===== src/nes_settings.svh =====
// ----------------------------------------
// NES DMA settings
// Divider lengths, OAM port address, APB
// address width and sprite transfer size
// ----------------------------------------
`ifndef NES_SETTINGS_SVH
`define NES_SETTINGS_SVH

// Master clocks per NTSC CPU cycle
`define NES_DIV_CPU 12

// PAL stretches one CPU cycle per group
`define NES_PAL_EXTRA 4   // Extra master clocks on the long cycle
`define NES_PAL_GROUP 5   // CPU cycles per PAL group, last one is long

// OAM data port, the write target of sprite DMA
`define NES_OAM_DATA_ADDR 16'h2004

// APB slave address width
`define NES_APB_AW 5

// One full sprite page
`define NES_SPR_BYTES 256

`endif


===== src/nes_bus_pkg.sv =====
// ----------------------------------------
// NES CPU bus types
// Address and data of the CPU-side bus and
// the video standard select
// ----------------------------------------
package nes_bus_pkg;

  // 6502 address space is 64K
  typedef logic [15:0] cpu_addr_t;

  // Byte wide data bus
  typedef logic [7:0] cpu_data_t;

  // Video standard, sets the CPU clock pacing
  typedef enum logic {
    VIDEO_NTSC = 1'b0,  // 12 master clocks per CPU cycle
    VIDEO_PAL  = 1'b1   // Every fifth CPU cycle stretched
  } video_std_t;

endpackage


===== src/dma_regs_pkg.sv =====
// ----------------------------------------
// DMA register map
// APB offsets and status bit positions of
// the DMA register block
// ----------------------------------------
`include "nes_settings.svh"

package dma_regs_pkg;

  // Register offsets on the APB bus
  typedef enum logic [`NES_APB_AW-1:0] {
    REG_CTRL        = 0,  // Bit0 selects PAL
    REG_SPR_PAGE    = 1,  // Write starts sprite DMA
    REG_DMC_ADDR_LO = 2,
    REG_DMC_ADDR_HI = 3,
    REG_DMC_REQ     = 4,  // Write 1 requests a sample fetch
    REG_DMC_DATA    = 5,  // Read only, last fetched byte
    REG_STATUS      = 6   // Read only
  } reg_offset_t;

  // STATUS bits
  localparam int STATUS_SPR_BUSY = 0;  // Sprite DMA pending or running
  localparam int STATUS_DMC_PEND = 1;  // Sample fetch not yet served

endpackage


===== src/nes_clock_div.sv =====
// ----------------------------------------
// NES CPU clock enable generator
// Divides the master clock to CPU cycles
// and tracks the odd/even cycle flag
// ----------------------------------------
`timescale 1ns/10ps
`include "nes_settings.svh"

module nes_clock_div (
  input  logic                    clk,
  input  logic                    reset,
  input  nes_bus_pkg::video_std_t video_std,
  output logic                    cpu_ce,     // One clock per CPU cycle
  output logic                    odd_cycle   // 1 = odd, 0 = even
);

  localparam int CNT_W = $clog2(`NES_DIV_CPU + `NES_PAL_EXTRA);
  localparam int GRP_W = $clog2(`NES_PAL_GROUP);

  logic [CNT_W-1:0]        div_cnt;   // Master clocks into this CPU cycle
  logic [GRP_W-1:0]        grp_cnt;   // Position inside the PAL group
  logic [CNT_W-1:0]        cyc_last;  // Terminal count of this cycle
  logic                    long_cyc;
  logic                    std_chg;
  nes_bus_pkg::video_std_t last_std;

  assign std_chg  = (video_std != last_std);  // Realign on standard switch
  assign long_cyc = (video_std == nes_bus_pkg::VIDEO_PAL) &&
                    (grp_cnt == GRP_W'(`NES_PAL_GROUP - 1));

  // PAL adds a few clocks to the last cycle of each group
  assign cyc_last = long_cyc ? CNT_W'(`NES_DIV_CPU + `NES_PAL_EXTRA - 1)
                             : CNT_W'(`NES_DIV_CPU - 1);

  assign cpu_ce = (div_cnt == cyc_last) && !std_chg;

  always_ff @(posedge clk) begin
    if (reset) begin
      div_cnt   <= '0;
      grp_cnt   <= '0;
      last_std  <= nes_bus_pkg::VIDEO_NTSC;
      odd_cycle <= 1'b1;  // First CPU cycle after reset is odd
    end else begin
      last_std <= video_std;
      if (std_chg) begin
        div_cnt <= '0;    // Restart divider and group
        grp_cnt <= '0;
      end else if (cpu_ce) begin
        div_cnt   <= '0;
        odd_cycle <= ~odd_cycle;
        if (video_std == nes_bus_pkg::VIDEO_PAL) begin
          grp_cnt <= long_cyc ? '0 : grp_cnt + 1'b1;
        end
      end else begin
        div_cnt <= div_cnt + 1'b1;
      end
    end
  end

endmodule


===== src/dma_reg_block.sv =====
// ----------------------------------------
// DMA register block
// Zero-wait APB slave with the control,
// sprite page and DMC fetch registers
// ----------------------------------------
`timescale 1ns/10ps
`include "nes_settings.svh"

module dma_reg_block (
  input  logic                    clk,
  input  logic                    reset,
  input  logic                    psel,
  input  logic                    penable,
  input  logic                    pwrite,
  input  logic [`NES_APB_AW-1:0]  paddr,
  input  nes_bus_pkg::cpu_data_t  pwdata,
  output nes_bus_pkg::cpu_data_t  prdata,
  output logic                    pready,
  output logic                    pslverr,
  input  logic                    spr_busy,
  input  logic                    dmc_ack,
  input  logic                    dmc_data_valid,
  input  nes_bus_pkg::cpu_data_t  dmc_data,
  output nes_bus_pkg::video_std_t video_std,
  output logic                    spr_start,
  output nes_bus_pkg::cpu_data_t  spr_page,
  output logic                    dmc_req,
  output nes_bus_pkg::cpu_addr_t  dmc_addr
);

  logic                   access;
  logic                   wr_ok;     // Offset takes writes
  logic                   rd_ok;     // Offset is mapped
  logic                   wr_en;
  nes_bus_pkg::cpu_data_t dmc_lo;
  nes_bus_pkg::cpu_data_t dmc_hi;
  nes_bus_pkg::cpu_data_t dmc_byte;  // Last fetched sample byte

  assign access   = psel && penable;  // Access phase
  assign pready   = access;           // Never waits
  assign wr_en    = access && pwrite && wr_ok;
  assign pslverr  = access && (pwrite ? !wr_ok : !rd_ok);
  assign spr_start = wr_en && (paddr == dma_regs_pkg::REG_SPR_PAGE);
  assign dmc_addr = {dmc_hi, dmc_lo};

  // Offset decode and read mux
  always_comb begin
    wr_ok  = 1'b0;
    rd_ok  = 1'b1;
    prdata = '0;
    case (paddr)
      dma_regs_pkg::REG_CTRL: begin
        wr_ok     = 1'b1;
        prdata[0] = (video_std == nes_bus_pkg::VIDEO_PAL);
      end
      dma_regs_pkg::REG_SPR_PAGE: begin
        wr_ok  = 1'b1;
        prdata = spr_page;
      end
      dma_regs_pkg::REG_DMC_ADDR_LO: begin
        wr_ok  = 1'b1;
        prdata = dmc_lo;
      end
      dma_regs_pkg::REG_DMC_ADDR_HI: begin
        wr_ok  = 1'b1;
        prdata = dmc_hi;
      end
      dma_regs_pkg::REG_DMC_REQ: begin
        wr_ok     = 1'b1;
        prdata[0] = dmc_req;
      end
      dma_regs_pkg::REG_DMC_DATA: prdata = dmc_byte;  // Read only
      dma_regs_pkg::REG_STATUS: begin
        prdata[dma_regs_pkg::STATUS_SPR_BUSY] = spr_busy;
        prdata[dma_regs_pkg::STATUS_DMC_PEND] = dmc_req;
      end
      default: rd_ok = 1'b0;  // Unmapped, reads as 0
    endcase
  end

  always_ff @(posedge clk) begin
    if (reset) begin
      video_std <= nes_bus_pkg::VIDEO_NTSC;
      spr_page  <= '0;
      dmc_lo    <= '0;
      dmc_hi    <= '0;
      dmc_req   <= 1'b0;
    end else begin
      if (dmc_ack) dmc_req <= 1'b0;  // Served, a same-clock set below wins
      if (wr_en) begin
        case (paddr)
          dma_regs_pkg::REG_CTRL:        video_std <= nes_bus_pkg::video_std_t'(pwdata[0]);
          dma_regs_pkg::REG_SPR_PAGE:    spr_page  <= pwdata;
          dma_regs_pkg::REG_DMC_ADDR_LO: dmc_lo    <= pwdata;
          dma_regs_pkg::REG_DMC_ADDR_HI: dmc_hi    <= pwdata;
          dma_regs_pkg::REG_DMC_REQ:     if (pwdata[0]) dmc_req <= 1'b1;
          default: ;
        endcase
      end
    end
  end

  // Sample byte from the controller
  always_ff @(posedge clk) begin
    if (dmc_data_valid) dmc_byte <= dmc_data;
  end

endmodule


===== src/dma_controller.sv =====
// ----------------------------------------
// Sprite and DMC DMA controller
// Owns the memory bus while copying a page
// to OAM or stealing a cycle for a sample
// ----------------------------------------
`timescale 1ns/10ps
`include "nes_settings.svh"

module dma_controller (
  input  logic                   clk,
  input  logic                   reset,
  input  logic                   cpu_ce,
  input  logic                   odd_cycle,
  input  logic                   spr_start,
  input  nes_bus_pkg::cpu_data_t spr_page,
  input  logic                   dmc_req,
  input  nes_bus_pkg::cpu_addr_t dmc_addr,
  input  nes_bus_pkg::cpu_data_t mem_rdata,
  output nes_bus_pkg::cpu_addr_t mem_addr,
  output logic                   mem_read,
  output logic                   mem_write,
  output nes_bus_pkg::cpu_data_t mem_wdata,
  output logic                   dmc_ack,
  output nes_bus_pkg::cpu_data_t dmc_data,
  output logic                   dmc_data_valid,
  output logic                   spr_busy,
  output logic                   cpu_halt
);

  localparam logic [7:0] SPR_LAST = 8'(`NES_SPR_BYTES - 1);

  logic [1:0]             spr_state;  // 0 idle, 1 pending, 3 active
  logic                   dmc_state;  // Fetch latched, waiting for even cycle
  logic [7:0]             spr_idx;    // Source byte within the page
  nes_bus_pkg::cpu_data_t spr_latch;  // Byte on its way to OAM
  logic                   spr_act;
  logic                   dmc_fire;   // DMC owns this cycle
  logic                   spr_rd;
  logic                   spr_wr;

  assign spr_act  = spr_state[1];
  assign dmc_fire = dmc_state && !odd_cycle;
  assign spr_rd   = spr_act && !odd_cycle && !dmc_fire;  // Deferred when DMC steals it
  assign spr_wr   = spr_act && odd_cycle;

  // Bus priority: DMC, sprite source, OAM port
  assign mem_addr = dmc_fire   ? dmc_addr :
                    !odd_cycle ? {spr_page, spr_idx} : `NES_OAM_DATA_ADDR;
  assign mem_read  = cpu_ce && (dmc_fire || spr_rd);
  assign mem_write = cpu_ce && spr_wr;
  assign mem_wdata = spr_latch;

  assign dmc_ack        = cpu_ce && dmc_fire;
  assign dmc_data       = mem_rdata;   // Sampled in the read clock
  assign dmc_data_valid = dmc_ack;

  assign spr_busy = |spr_state;
  assign cpu_halt = spr_state[0] || dmc_req;  // Pending or active, or sample wanted

  always_ff @(posedge clk) begin
    if (reset) begin
      spr_state <= 2'd0;
      dmc_state <= 1'b0;
      spr_idx   <= '0;
    end else begin
      if (cpu_ce) begin
        if (!dmc_state && dmc_req && !odd_cycle) dmc_state <= 1'b1;
        if (dmc_fire) dmc_state <= 1'b0;          // Read done this cycle
        if (spr_state == 2'd1 && odd_cycle) spr_state <= 2'd3;  // Arm on odd
        if (spr_act && dmc_fire) spr_state <= 2'd1;  // Idle odd, read again
        if (spr_wr) begin
          spr_idx <= spr_idx + 1'b1;
          if (spr_idx == SPR_LAST) spr_state <= 2'd0;  // Last byte written
        end
      end
      if (spr_start) begin
        spr_state <= 2'd1;  // New page restarts the copy
        spr_idx   <= '0;
      end
    end
  end

  // Hold the source byte for the following odd cycle
  always_ff @(posedge clk) begin
    if (cpu_ce && spr_rd) spr_latch <= mem_rdata;
  end

endmodule


===== src/nes_dma_top.sv =====
// ----------------------------------------
// NES DMA subsystem top
// Clock divider, APB registers and the DMA
// controller driving the memory bus
// ----------------------------------------
`timescale 1ns/10ps
`include "nes_settings.svh"

module nes_dma_top (
  input  logic                   clk,
  input  logic                   reset,
  input  logic                   psel,
  input  logic                   penable,
  input  logic                   pwrite,
  input  logic [`NES_APB_AW-1:0] paddr,
  input  nes_bus_pkg::cpu_data_t pwdata,
  output nes_bus_pkg::cpu_data_t prdata,
  output logic                   pready,
  output logic                   pslverr,
  output nes_bus_pkg::cpu_addr_t mem_addr,
  output logic                   mem_read,
  output logic                   mem_write,
  output nes_bus_pkg::cpu_data_t mem_wdata,
  input  nes_bus_pkg::cpu_data_t mem_rdata,
  output logic                   cpu_halt
);

  nes_bus_pkg::video_std_t video_std;
  logic                    cpu_ce;
  logic                    odd_cycle;
  logic                    spr_start;
  nes_bus_pkg::cpu_data_t  spr_page;
  logic                    spr_busy;
  logic                    dmc_req;
  logic                    dmc_ack;
  nes_bus_pkg::cpu_addr_t  dmc_addr;
  nes_bus_pkg::cpu_data_t  dmc_data;
  logic                    dmc_data_valid;

  nes_clock_div clock_div0 (
    .clk       (clk),
    .reset     (reset),
    .video_std (video_std),
    .cpu_ce    (cpu_ce),
    .odd_cycle (odd_cycle)
  );

  dma_reg_block regs0 (
    .clk            (clk),
    .reset          (reset),
    .psel           (psel),
    .penable        (penable),
    .pwrite         (pwrite),
    .paddr          (paddr),
    .pwdata         (pwdata),
    .prdata         (prdata),
    .pready         (pready),
    .pslverr        (pslverr),
    .spr_busy       (spr_busy),
    .dmc_ack        (dmc_ack),
    .dmc_data_valid (dmc_data_valid),
    .dmc_data       (dmc_data),
    .video_std      (video_std),
    .spr_start      (spr_start),
    .spr_page       (spr_page),
    .dmc_req        (dmc_req),
    .dmc_addr       (dmc_addr)
  );

  dma_controller dma0 (
    .clk            (clk),
    .reset          (reset),
    .cpu_ce         (cpu_ce),
    .odd_cycle      (odd_cycle),
    .spr_start      (spr_start),
    .spr_page       (spr_page),
    .dmc_req        (dmc_req),
    .dmc_addr       (dmc_addr),
    .mem_rdata      (mem_rdata),
    .mem_addr       (mem_addr),
    .mem_read       (mem_read),
    .mem_write      (mem_write),
    .mem_wdata      (mem_wdata),
    .dmc_ack        (dmc_ack),
    .dmc_data       (dmc_data),
    .dmc_data_valid (dmc_data_valid),
    .spr_busy       (spr_busy),
    .cpu_halt       (cpu_halt)
  );

endmodule


===== config.mk =====
export PLATFORM = sky130hd
export DESIGN_NAME = nes_dma_top
export DESIGN_NICKNAME = d
export VERILOG_FILES = /design/src/nes_bus_pkg.sv /design/src/dma_regs_pkg.sv /design/src/nes_clock_div.sv /design/src/dma_reg_block.sv /design/src/dma_controller.sv /design/src/nes_dma_top.sv
export VERILOG_INCLUDE_DIRS = /design/src /design/src/src
export SDC_FILE = /design/constraint.sdc
export NUM_CORES = 1
export LEC_CHECK = 0
export ABC_AREA = 1
export BUFFER_PORTS_ARGS = -buffer_cell sky130_fd_sc_hd__buf_4
export CORE_UTILIZATION = 55
export DETAILED_ROUTE_END_ITERATION = 7
export HOLD_SLACK_MARGIN = 0.08
export PLACE_DENSITY = 0.8
export SYNTH_ARGS = -nofsm -noshare
export SYNTH_HDL_FRONTEND = slang
export SYNTH_SLANG_ARGS = --single-unit
export TNS_END_PERCENT = 10

===== constraint.sdc =====
create_clock -name clk -period 5.7 [get_ports clk]
set_input_delay 0.855 -clock clk [delete_from_list [all_inputs] [get_ports clk]]
set_output_delay 0.855 -clock clk [all_outputs]
set_load 0.02 [all_outputs]

-- Word-level counts from Yosys, hierarchy flattened
Index checks and enable logic that the tools add are counted.
- eq/ne operators: 11
- muxes and demuxes: 22
- bitwise operators: 2
- reductions and logical operators: 44
- add/sub/neg operators: 3
- operators with widths (kind ; number):
    2-to-1 mux 16 bit ; 2
    case mux 6 bit (4 select lines) ; 1
    logical AND 1 bit ; 19
    AND reduction 2 bit ; 8
    equality test 5 x 3 -> 1 bit (second input constant) ; 3
    2-to-1 mux 1 bit ; 11
    equality test 5 x 2 -> 1 bit (second input constant) ; 2
    adder 8 x 1 -> 8 bit (second input constant) ; 1
    equality test 8 bit (second input constant) ; 1
    2-to-1 mux 2 bit ; 4
    case mux 1 bit (7 select lines) ; 1
    OR reduction 7 bit ; 1
    zero test 1 bit ; 6
    2-to-1 mux 3 bit ; 2
    OR reduction 2 bit ; 3
    equality test 5 x 1 -> 1 bit (second input constant) ; 1
    zero test 5 bit ; 1
    case mux 1 bit (5 select lines) ; 1
    OR reduction 5 bit ; 1
    adder 4 x 1 -> 4 bit (second input constant) ; 1
    equality test 4 bit ; 1
    nonzero test 2 bit ; 2
    adder 3 x 1 -> 3 bit (second input constant) ; 1
    equality test 3 bit (second input constant) ; 1
    5 further kinds ; 7
- bits of input ports: 26
- register bits after elaboration: 62

-- Logic depth before layout (Yosys ltp)
Gate-level depths: netlist of run 1.
- word-level depth: 10
- depth in mapped cells: 10
- gate-level depth less buffers: 10

-- Hierarchy
A second synthesis of run 1 with hierarchy kept.
- cell total of the unflattened synthesis: 453
- area, all modules: 3280.6 sq um
- modules (own cells, without submodules) (module ; times used ; cells each ; area each (sq um) ; sequential area each (sq um)):
    dma_reg_block ; 1 ; 259 ; 1770.4 ; 760.7
    dma_controller ; 1 ; 130 ; 1029.7 ; 460.4
    nes_clock_div ; 1 ; 64 ; 480.5 ; 180.2

-- Worst setup path after synthesis of run 1
OpenSTA, ideal clock, no wires.
- path type: in2out
- from: in paddr[2]
- to: out pslverr
- cell stages on the path: 4
- data arrival time: 1687 ps
- setup slack: 3158 ps
- path buffers: 0
- data required time: 4845 ps
- cells stage by stage: inv_1 > nand2_8 > nand2_4 > nor3_1
- word-level cells in the longest chain between the ends: 6
- ends and longest elaborated chain (what ; RTL line ; text):
    start: declaration ; nes_dma_top.sv:15 ; input logic [`NES_APB_AW-1:0] paddr,
    equality test 5 x 3 -> 1 bit, or another cell as far along ; dma_reg_block.sv:51 ; case (paddr)
    OR reduction 7 bit (no source line) / OR reduction 5 bit (equally long branches) ; - ;
    2-to-1 mux 1 bit ; dma_reg_block.sv:51 ;
    zero test 1 bit ; dma_reg_block.sv:42 ; assign pslverr = access && (pwrite ? !wr_ok : !rd_ok);
    2-to-1 mux 1 bit (*) ; dma_reg_block.sv:42 ;
    logical AND 1 bit (*) ; dma_reg_block.sv:42 ;
    end: declaration ; nes_dma_top.sv:19 ; output logic pslverr,
Every way passes the cells marked *; elsewhere a longest branch is shown, timed or not.

-- Worst setup path after layout of run 1
- from: reg dma0.dmc_state
- to: out mem_addr[2]
- word-level cells in the longest chain between the ends: 2
- ends and longest elaborated chain (what ; RTL line ; text):
    start: declaration ; dma_controller.sv:33 ; logic dmc_state;
    start signal: assignment ; dma_controller.sv:63 ; dmc_state <= 1'b0;
    start signal: assignment ; dma_controller.sv:67 ; if (!dmc_state && dmc_req && !odd_cycle) dmc_state <= 1'b1;
    start signal: assignment ; dma_controller.sv:68 ; if (dmc_fire) dmc_state <= 1'b0;
    logical AND 1 bit ; dma_controller.sv:42 ; assign dmc_fire = dmc_state && !odd_cycle;
    2-to-1 mux 16 bit (no source line) ; - ;
    end: declaration ; nes_dma_top.sv:20 ; output nes_bus_pkg::cpu_addr_t mem_addr,
No other way between the ends.

==> results of run 1 <==
## final cells by class
class | count | share of cell area, %
sequential | 62 | 36.2
inverter | 61 | 5.95
multi-input combinational | 301 | 39.4
tap | 72 | 2.33
timing repair buffer | 62 | 12.0
clock buffer | 10 | 3.30
clock inverter | 6 | 0.744
## per-layer routing
metal,up-vias,track usage (%),wire length (um)
li1,1504,-,-
met1,1398,36.9,3390
met2,106,45.5,3790
met3,14,5.12,519
met4,0,13.9,165
met5,-,0,0
## registers in the layout, indices dropped and copies added, names as in the netlist
signal	cells
clock_div0.last_std	1
dma0.mem_wdata	8
regs0.spr_page	8
clock_div0.odd_cycle	1
dma0.spr_state	2
clock_div0.grp_cnt	3
regs0.dmc_hi	8
regs0.dmc_req	1
regs0.dmc_byte	8
dma0.spr_idx	8
regs0.video_std	1
regs0.dmc_lo	8
dma0.dmc_state	1
clock_div0.div_cnt	4
## logic make-up (layout without fill, tap and decap cells)
| kind of cell | count (synthesis) | count (layout) | share of synthesized area (%) |
|---|---|---|---|
| simple gates | 222 | 222 | 32.7 |
| fa+ha+maj | 4 | 4 | 1.56 |
| compound gates | 69 | 69 | 11.5 |
| buf+inv | 70 | 139 | 9.02 |
| flops | 62 | 62 | 43.6 |
| xor+xnor | 6 | 6 | 1.63 |
## through the flow
step,std cells,instance area [um2],setup slack (ps)
2_1_floorplan,433,3220,3160
3_3_place_gp,558,3710,2940
3_5_place_dp,558,3710,2910
4_1_cts,574,3870,2620
5_1_grt,574,3870,2300
6_report,574,3870,2550
## worst register-to-register path, delay by kind of cell, from the launching register on
family                   cells  cell delay [ps]
AND/OR/NAND/NOR              6             1110
adder cells (fa/ha/maj)      1              220
flip-flops                   1              390
buffers and inverters        2              150
## cells in the mapped netlist, types with 2 or more instances
| master | count |
|---|---|
| ha_1 | 4 |
| nand2_2 | 2 |
| clkbuf_1 | 5 |
| xor2_1 | 5 |
| dfxtp_1 | 46 |
| inv_2 | 2 |
| inv_1 | 57 |
| a21oi_1 | 38 |
| nand2_1 | 118 |
| nand2_4 | 2 |
| nand3_4 | 3 |
| buf_6 | 3 |
| nor2_1 | 66 |
| nand3_2 | 2 |
| o21ai_0 | 23 |
| nor2_8 | 5 |
| edfxtp_1 | 16 |
| nand3_1 | 14 |
| o2111ai_1 | 6 |
| nand4_1 | 4 |
## worst max path at each step
stage | from | to | slack (ps) | cells past startpoint
6_report | dma0.dmc_state | mem_addr[2] | 2550 | 5
5_1_grt | dma0.dmc_state | mem_addr[2] | 2300 | 5
4_1_cts | dma0.dmc_state | mem_addr[2] | 2620 | 5
3_5_place_dp | paddr[2] | prdata[1] | 2910 | 9
3_3_place_gp | paddr[3] | prdata[0] | 2940 | 9
2_1_floorplan | paddr[2] | pslverr | 3160 | 4
## report_power, final
| group | total [W] | internal [W] | switching [W] |
|---|---|---|---|
| sequential | 0.000455 | 0.000453 | 0.00000173 |
| clock | 0.000322 | 0.000152 | 0.000170 |
| combinational | 0.0000497 | 0.0000197 | 0.0000300 |
==> summary.md, run 1 <==
| Metric | Value |
|---|---|
| Status | `finished clean` |
| Pwr Density | `213 nW/um2` |
| Min-delay src | `regs0.dmc_req` |
| Routed WL | `7.86 mm` |
| Antenna-violating nets left | `0` |
| Layout cells sized above 1 | `18.9%` |
| Reg2Reg Depth | `9` |
| Crit-path slowest cell | `dfxtp_1` |
| Iteration-0 DRC Markers | `~270` |
| Vias/cell | `around 5.3` |
| Worst Hold Path Cells | `2` |
| Commonest non-fill, non-tap cell in the layout | `nand2_1` |
| Tightest Hold Check Type | `reg -> reg` |
| Cell chosen for the clock root | `clkbuf_8` |
| WL/cell | `13.7 um` |
| Post CTS Setup Buffer Count | `0` |
| I/O Buffers | `62` |
| Area of the core | `roughly 5600 um2` |
| Setup TNS | `0 ps` |
| CP arrival | `2300 ps` |
| Synth Area per Inst | `7.43 um2` |
| Final Hold Viols | `0` |
| Vias in the first global route | `2913` |
| Worst-Skew Late Latency | `340 ps` |
| Max cap viols | `0` |
| Reg2Reg Setup Slack | `3460 ps` |
| Synth Instances | `433` |
| Die ar. | `6160 um2` |
| Layout Nets | `between 500 and 600` |
| Cell area after synthesis | `3220 um2` |
| DRC violations left | `0` |
| Die width | `slightly below 80 um` |
| Antenna cells | `0` |
| Initial DRT Pass Iterations | `5` |
| Syn_nets | `463` |
| CTS Hold Bufs | `0` |
| Max frequency | `around 320 MHz` |
| GRT overflow | `0` |
| Critical path peak fanout | `32` |
| Core Util, Final | `69.4%` |
| Num rows | `27` |
| Worst hold slack | `485 ps` |
| Area delta synth->final | `20.3%` |
| Final cycle utilization of the critical path | `55.3%` |
| CTS tree | `done` |
| I/O pins | `63` |
| Leakage | `roughly 1.8 nW` |
| Final Skew | `just over 8 ps` |
| Slew margin rel. | `approximately 28%` |
| Ys async rst share | `0%` |
| Top_reg_cell synth | `dfxtp_1` |
| Hold Path End | `dma0.dmc_state` |
| Synth top area cells | `dfxtp_1 29%, edfxtp_1 15%, nand2_1 14%, nor2_1 7.7%, inv_1 6.7%` |
| Crit path top cell by count | `inv_1` |
| Slew Viols, Final | `0` |
| Max incr delay on CP | `1030 ps` |
| Tightest Pin Transition | `1080 ps` |
| GRT Resource Usage Total | `between 20% and 30%` |
| GPL Wtd Cong | `around 0.84` |
| Critical path startpoint category | `flip-flop` |
| Sequential-to-total area share from yosys stat | `43.6%` |
| Largest area contributor in the netlist | `dfxtp_1` |
| RSZ-0062 raised after global routing | `false` |
| Synth top area share | `28.6%` |
| Initial Utilization | `57.7%` |
| Critical path endpoint category | `output port` |
| Worst VDD drop | `0.217 mV` |
| Count of cells resized by post-cts repair | `0` |
| Register area | `approximately 1400 um2` |
| Die Ht | `roughly 78 um` |
| First-pass GRT wire length | `13.3 mm` |
| Worst reg2reg path endpoint | `dma0.mem_wdata[1]` |
| Synth Warn # | `0` |
| CP delay by family, top | `flip-flops` |
| Via Count | `3022` |
| Req. time, crit path | `a little under 5000 ps` |
| Cell variety after synth | `32` |
| Kind of critical path | `reg -> out` |
| Clk pin slew, worst setup/hold paths | `70 ps` |
| Critical-path cell list | `inv_1 -> nor2_1 -> inv_1 -> o21ai_0 -> buf_4` |
| Largest net degree at the start of global routing | `33` |
| Pwr Total | `between 0.0008 and 0.0009 W` |
| # fillers | `465` |
| Commonest non-fill, non-tap cells in the layout | `118 x nand2_1, 66 x nor2_1, 62 x buf_4, 57 x inv_1, 46 x dfxtp_1` |
| Yosys reg bits | `62` |
| Setup violators final | `0` |
| Fin crit period | `3150 ps` |
| Clk buf depth | `2` |
| Bufs and invs on worst path | `3` |
| H-tree Lvls | `3` |
| Total CTS buffers | `9` |
| EDFF count, synth | `16` |
| Initial antenna violation count | `0` |
| Multi-input gate area | `roughly 1500 um2` |
| Worst reg2reg path startpoint | `clock_div0.grp_cnt[0]` |
| Sink Count | `62` |
| Hpwl dp | `5.68 mm` |
No activity file was read; power rests on OpenSTA's default activity.
==> inputs of run 2 (changes only) <==
ABC_AREA = 0   (was 1)
CORE_UTILIZATION = 54   (was 55)
PLACE_DENSITY = 0.79   (was 0.8)
clock period = 3.3 ns   (was 5.7 ns; I/O delays follow)
==> summary.md, run 2 <==
| Metric | Value |
|---|---|
| Final Hold Viols | `0` |
| Die ar. | `5870 um2` |
| Synth cell count leaders | `52 x nor2_1, 50 x mux2i_1, 46 x dfxtp_1` |
| Die width | `76.6 um` |
| EDFF count, synth | `16` |
| Commonest non-fill, non-tap cells in the layout | `65 x buf_4, 52 x nor2_1, 50 x mux2i_1, 46 x dfxtp_1, 16 x edfxtp_1` |
| CTS tree | `done` |
| Combinational family with the most area after synthesis | `multiplexers` |
| Area delta synth->final | `24.1%` |
| Fin crit period | `~2600 ps` |
| Initial Utilization | `a little under three fifths` |
| Leakage | `1.37 nW` |
| # fillers | `around 420` |
| Max cap viols | `0` |
| Kind of critical path | `reg -> out` |
| Critical path endpoint category | `output port` |
| Slew margin rel. | `56.5%` |
| Most frequent cell after synthesis | `nor2_1` |
| Layout Nets | `roughly 400` |
| GRT Resource Usage Total | `25.5%` |
| Count of cells resized by post-cts repair | `0` |
| Synth Area in Simple Gates | `roughly 17%` |
| Synth top area cells | `dfxtp_1 31%, mux2i_1 17%, edfxtp_1 16%, nor2_1 6.5%, nand2_1 1.9%` |
| DRC violations left | `0` |
| Antenna cells | `0` |
| Final Skew | `10.7 ps` |
| Critical-path cell list | `inv_1 -> ha_1 -> a31oi_2 -> o2111a_1 -> o21a_1 -> buf_4` |
| Post-Synth XOR/XNOR Area | `about 1.7%` |
| Routed WL | `7.02 mm` |
| Syn_nets | `337` |
| Synth top area share | `30.6%` |
| Core Util, Final | `71.2%` |
| Sink Count | `62` |
| Layout cells sized above 1 | `23.8%` |
| Yosys reg bits | `62` |
| Cell chosen for the clock root | `clkbuf_8` |
| Antenna-violating nets left | `0` |
| Die Ht | `76.6 um` |
| Synth Area per Inst | `9.79 um2` |
| Iteration-0 DRC Markers | `approximately 150` |
| Via Count | `2496` |
| Area of the core | `5240 um2` |
| Clk pin slew, worst setup/hold paths | `80 ps` |
| Initial DRT Pass Iterations | `4` |
| Critical path depth in cells | `6` |
| Ys async rst share | `0%` |
| CP arrival | `between 2000 and 2500 ps` |
| H-tree Lvls | `3` |
| Worst Hold Path Cells | `1` |
| GRT overflow | `0` |
| Slew Viols, Final | `0` |
| Reg2Reg Depth | `5` |
| Worst VDD drop | `roughly 0.38 mV` |
| CP delay by family, top | `compound AO/OA/AOI/OAI gates` |
| Top_reg_cell synth | `dfxtp_1` |
| Compound-cell area share of the yosys netlist | `12.8%` |
| Req. time, crit path | `2800 ps` |
| Placed insts | `424` |
| Worst-Skew Late Latency | `350 ps` |
| Bufs and invs on worst path | `2` |
| Setup violators final | `0` |
| Max incr delay on CP | `390 ps` |
| First-pass GRT wire length | `11.4 mm` |
| Adder-Cell Fraction of Synth Area | `around 2.0%` |
| Vias/cell | `5.67` |
| Sequential-to-total area share from yosys stat | `46.6%` |
| Setup TNS | `0 ps` |
| Clk buf depth | `2` |
| Status | `finished clean` |
| Commonest non-fill, non-tap cell in the layout | `buf_4` |
| Max frequency | `386 MHz` |
| Synth Instances | `just over 300` |
| Final cycle utilization of the critical path | `78.4%` |
| Non-filler cells, final | `440` |
| Critical path startpoint category | `flip-flop` |
| WL/cell | `16.0 um` |
| I/O Buffers | `62` |
| Pwr Density | `about 430 nW/um2` |
| Initial antenna violation count | `0` |
| Synth Warn # | `0` |
| Largest area contributor in the netlist | `dfxtp_1` |
| Tightest Pin Transition | `about 650 ps` |
| Critical path peak fanout | `7` |
| Cell variety after synth | `52` |
| GPL Wtd Cong | `about 0.83` |
| Total CTS buffers | `9` |
| Cell area after synthesis | `around 3000 um2` |
| Tightest Hold Check Type | `in -> reg` |
| Post CTS Setup Buffer Count | `0` |
| Crit-path slowest cell | `o2111a_1` |
| Mux contribution to synthesized area | `16.7%` |
| Hpwl dp | `4.98 mm` |
| I/O pins | `63` |
| CTS Hold Bufs | `0` |
| Vias in the first global route | `2379` |
| RSZ-0062 raised after global routing | `false` |
| Largest net degree at the start of global routing | `32` |
| Num rows | `26` |
-- run 2: cell count changes in the layout (fill, tap and decap cells not counted), moves of 6 or more --
cell     change
inv_1       -49
nor2_1      -14
mux2i_1     +50
nand3_1      -8
nand2_1    -103
and2_1       +6
a21oi_1     -28
o21ai_0     -16
a22oi_1      +7
o31ai_1      +6
-- run 2: metrics by stage --
step / setup WS (ps) / total power [W] / cell area [um2] / hold WS, ps
floorplan: 1000 / 0.000839 / 3010 / 418
global placement: 975 / 0.000878 / 3510 / 430
detailed placement: 912 / 0.000879 / 3510 / 443
CTS: 725 / 0.00161 / 3730 / 319
global route: 558 / 0.00166 / 3730 / 313
finish: 711 / 0.00161 / 3730 / 329
-- run 2: layout make-up --
cell class / instances / area (um2) / area share (%)
clock buffer: 10 / 138 / 3.69
clock inverter: 6 / 85.1 / 2.28
inverter: 9 / 33.8 / 0.906
multi-input combinational: 218 / 1500 / 40.1
sequential: 62 / 1400 / 37.6
tap: 70 / 87.6 / 2.35
timing repair buffer: 65 / 488 / 13.1
-- run 2: path summary, 6_finish.rpt --
check,start,endpoint,slack (ps)
worst max register to register,clock_div0.grp_cnt[0],dma0.mem_wdata[3],1030
worst min register to register,clock_div0.div_cnt[0],clock_div0.div_cnt[0],450
worst max-delay path,clock_div0.grp_cnt[0],mem_read,710
worst min-delay path,mem_rdata[0],dma0.mem_wdata[0],330
-- run 2: report_power, final --
part	internal [W]	total [W]	switching [W]
sequential	0.000782	0.000786	0.00000332
clock	0.000443	0.000743	0.000300
combinational	0.0000352	0.0000780	0.0000428
total	0.00126	0.00161	0.000346
-- run 2: cell families after synthesis --
logic type	after synthesis
and+or+nand+nor	105
xor gates and xnor gates	5
muxes	50
DFF	62
buffers and inverters	27
adders and majority gates	5
AOI/OAI and AO/OA	53
-- run 2: metal layers --
layer	global-route usage, %	wire, um
met5	0	0
met4	10.6	100
met3	7.07	296
met2	40.5	3410
met1	32.7	3210
==> inputs of run 3 (changes only) <==
ABC_AREA = 1   (was 0)
CORE_UTILIZATION = 55   (was 54)
PLACE_DENSITY = 0.8   (was 0.79)
clock period = 2.6 ns   (was 3.3 ns; I/O delays follow)
==> summary.md, run 3 (synthesis gave the netlist of run 1 again) <==
| Metric | Value |
|---|---|
| Status | `finished clean` |
| # fillers | `470` |
| Initial Utilization | `57.7%` |
| Leakage | `around 1.9 nW` |
| Commonest non-fill, non-tap cells in the layout | `118 x nand2_1, 66 x nor2_1, 64 x buf_4, 57 x inv_1, 46 x dfxtp_1` |
| Worst VDD drop | `0.426 mV` |
| Tightest Hold Check Type | `in -> reg` |
| Slew Viols, Final | `0` |
| Slew margin rel. | `between 50% and 60%` |
| First-pass GRT wire length | `12.5 mm` |
| Fin crit period | `2420 ps` |
| Layout cells sized above 1 | `19.2%` |
| CTS Hold Bufs | `0` |
| Via Count | `3045` |
| Final Hold Viols | `0` |
| Num rows | `27` |
| Tightest Pin Transition | `737 ps` |
| Vias in the first global route | `2729` |
| Worst-Skew Late Latency | `340 ps` |
| Largest net degree at the start of global routing | `28` |
| Die ar. | `roughly 6200 um2` |
| GPL Wtd Cong | `slightly below 0.9` |
| Cell chosen for the clock root | `clkbuf_8` |
| Commonest non-fill, non-tap cell in the layout | `nand2_1` |
| CP arrival | `2030 ps` |
| Antenna cells | `0` |
| Kind of critical path | `reg -> out` |
| Antenna-violating nets left | `0` |
| H-tree Lvls | `3` |
| Clk buf depth | `2` |
| Area of the core | `5570 um2` |
| Initial DRT Pass Iterations | `5` |
| Non-filler cells, final | `around 580` |
| I/O pins | `63` |
| CTS tree | `done` |
| Sink Count | `62` |
| Final cycle utilization of the critical path | `a little over 90%` |
| GRT Resource Usage Total | `27.1%` |
| Req. time, crit path | `about 2200 ps` |
| Max frequency | `413 MHz` |
| Pwr Density | `489 nW/um2` |
| I/O Buffers | `62` |
| WL/cell | `13.6 um` |
| GRT overflow | `0` |
| Die width | `78.5 um` |
| Vias/cell | `roughly 5.3` |
| Multi-input gate area | `between 1500 and 2000 um2` |
| Count of cells resized by post-cts repair | `0` |
| Max cap viols | `0` |
| Pwr Total | `roughly 0.0019 W` |
| Setup TNS | `0 ps` |
| Setup violators final | `0` |
| Layout Nets | `529` |
| Iteration-0 DRC Markers | `343` |
| Routed WL | `7.85 mm` |
| Critical path peak fanout | `7` |
| Initial antenna violation count | `0` |
| Clk pin slew, worst setup/hold paths | `70 ps` |
| Hpwl dp | `5.74 mm` |
| Area delta synth->final | `21.5%` |
| Total CTS buffers | `9` |
| Post CTS Setup Buffer Count | `0` |
| RSZ-0062 raised after global routing | `false` |
| Critical path startpoint category | `flip-flop` |
| Die Ht | `78.5 um` |
| Core Util, Final | `~70%` |
| DRC violations left | `0` |
| Critical path endpoint category | `output port` |
| Register area | `1400 um2` |
| Final Skew | `between 5 and 6 ps` |
| Placed insts | `560` |
[run 3: report_power, final]
group / internal, W / switching (W)
logic: 0.0000431 / 0.0000645
registers: 0.000993 / 0.00000390
clock network: 0.000435 / 0.000370
[run 3: path summary, 6_finish.rpt]
| kind | start | slack [ps] | to | cells after the start |
|---|---|---|---|---|
| max | clock_div0.grp_cnt[0] | 180 | mem_read | 10 |
| min | mem_rdata[1] | 240 | regs0.dmc_byte[1] | 1 |
| max reg2reg | clock_div0.grp_cnt[0] | 560 | dma0.mem_wdata[0] | 10 |
| min reg2reg | clock_div0.div_cnt[0] | 450 | clock_div0.div_cnt[0] | 1 |
[run 3: area by class of cell]
class                      count  area share [%]
multi-input combinational    301            39.0
clock buffer                  11            3.36
sequential                    62            35.9
inverter                      61            5.89
tap                           72            2.30
clock inverter                 5            1.28
timing repair buffer          64            12.3
[run 3: worst max-delay path, cell delays in order (launching register included)]
cell     delay [ps]
dfxtp_1         380
inv_1            60
ha_1            230
nand3_1         130
nand2_1          60
nand2_1         160
nand2_4         130
nor2_1          160
inv_1           100
a21oi_1         130
buf_4           160
[run 3: layer usage]
metal / vias to the layer above / global-route usage [%] / share of wire [%]
met5: - / 0 / 0
met4: 0 / 10.6 / 1.4
met3: 14 / 7.33 / 8.3
met2: 130 / 44.3 / 48
met1: 1385 / 34.1 / 42
li1: 1516 / - / -
[run 3: through the flow]
| stage | hold WS [ps] | setup WS, ps | cell area [um2] |
|---|---|---|---|
| 2_1_floorplan | 418 | 675 | 3220 |
| 3_3_place_gp | 436 | 687 | 3730 |
| 3_5_place_dp | 443 | 556 | 3730 |
| 4_1_cts | 228 | 174 | 3910 |
| 5_1_grt | 217 | 24.0 | 3910 |
| 6_report | 237 | 177 | 3910 |
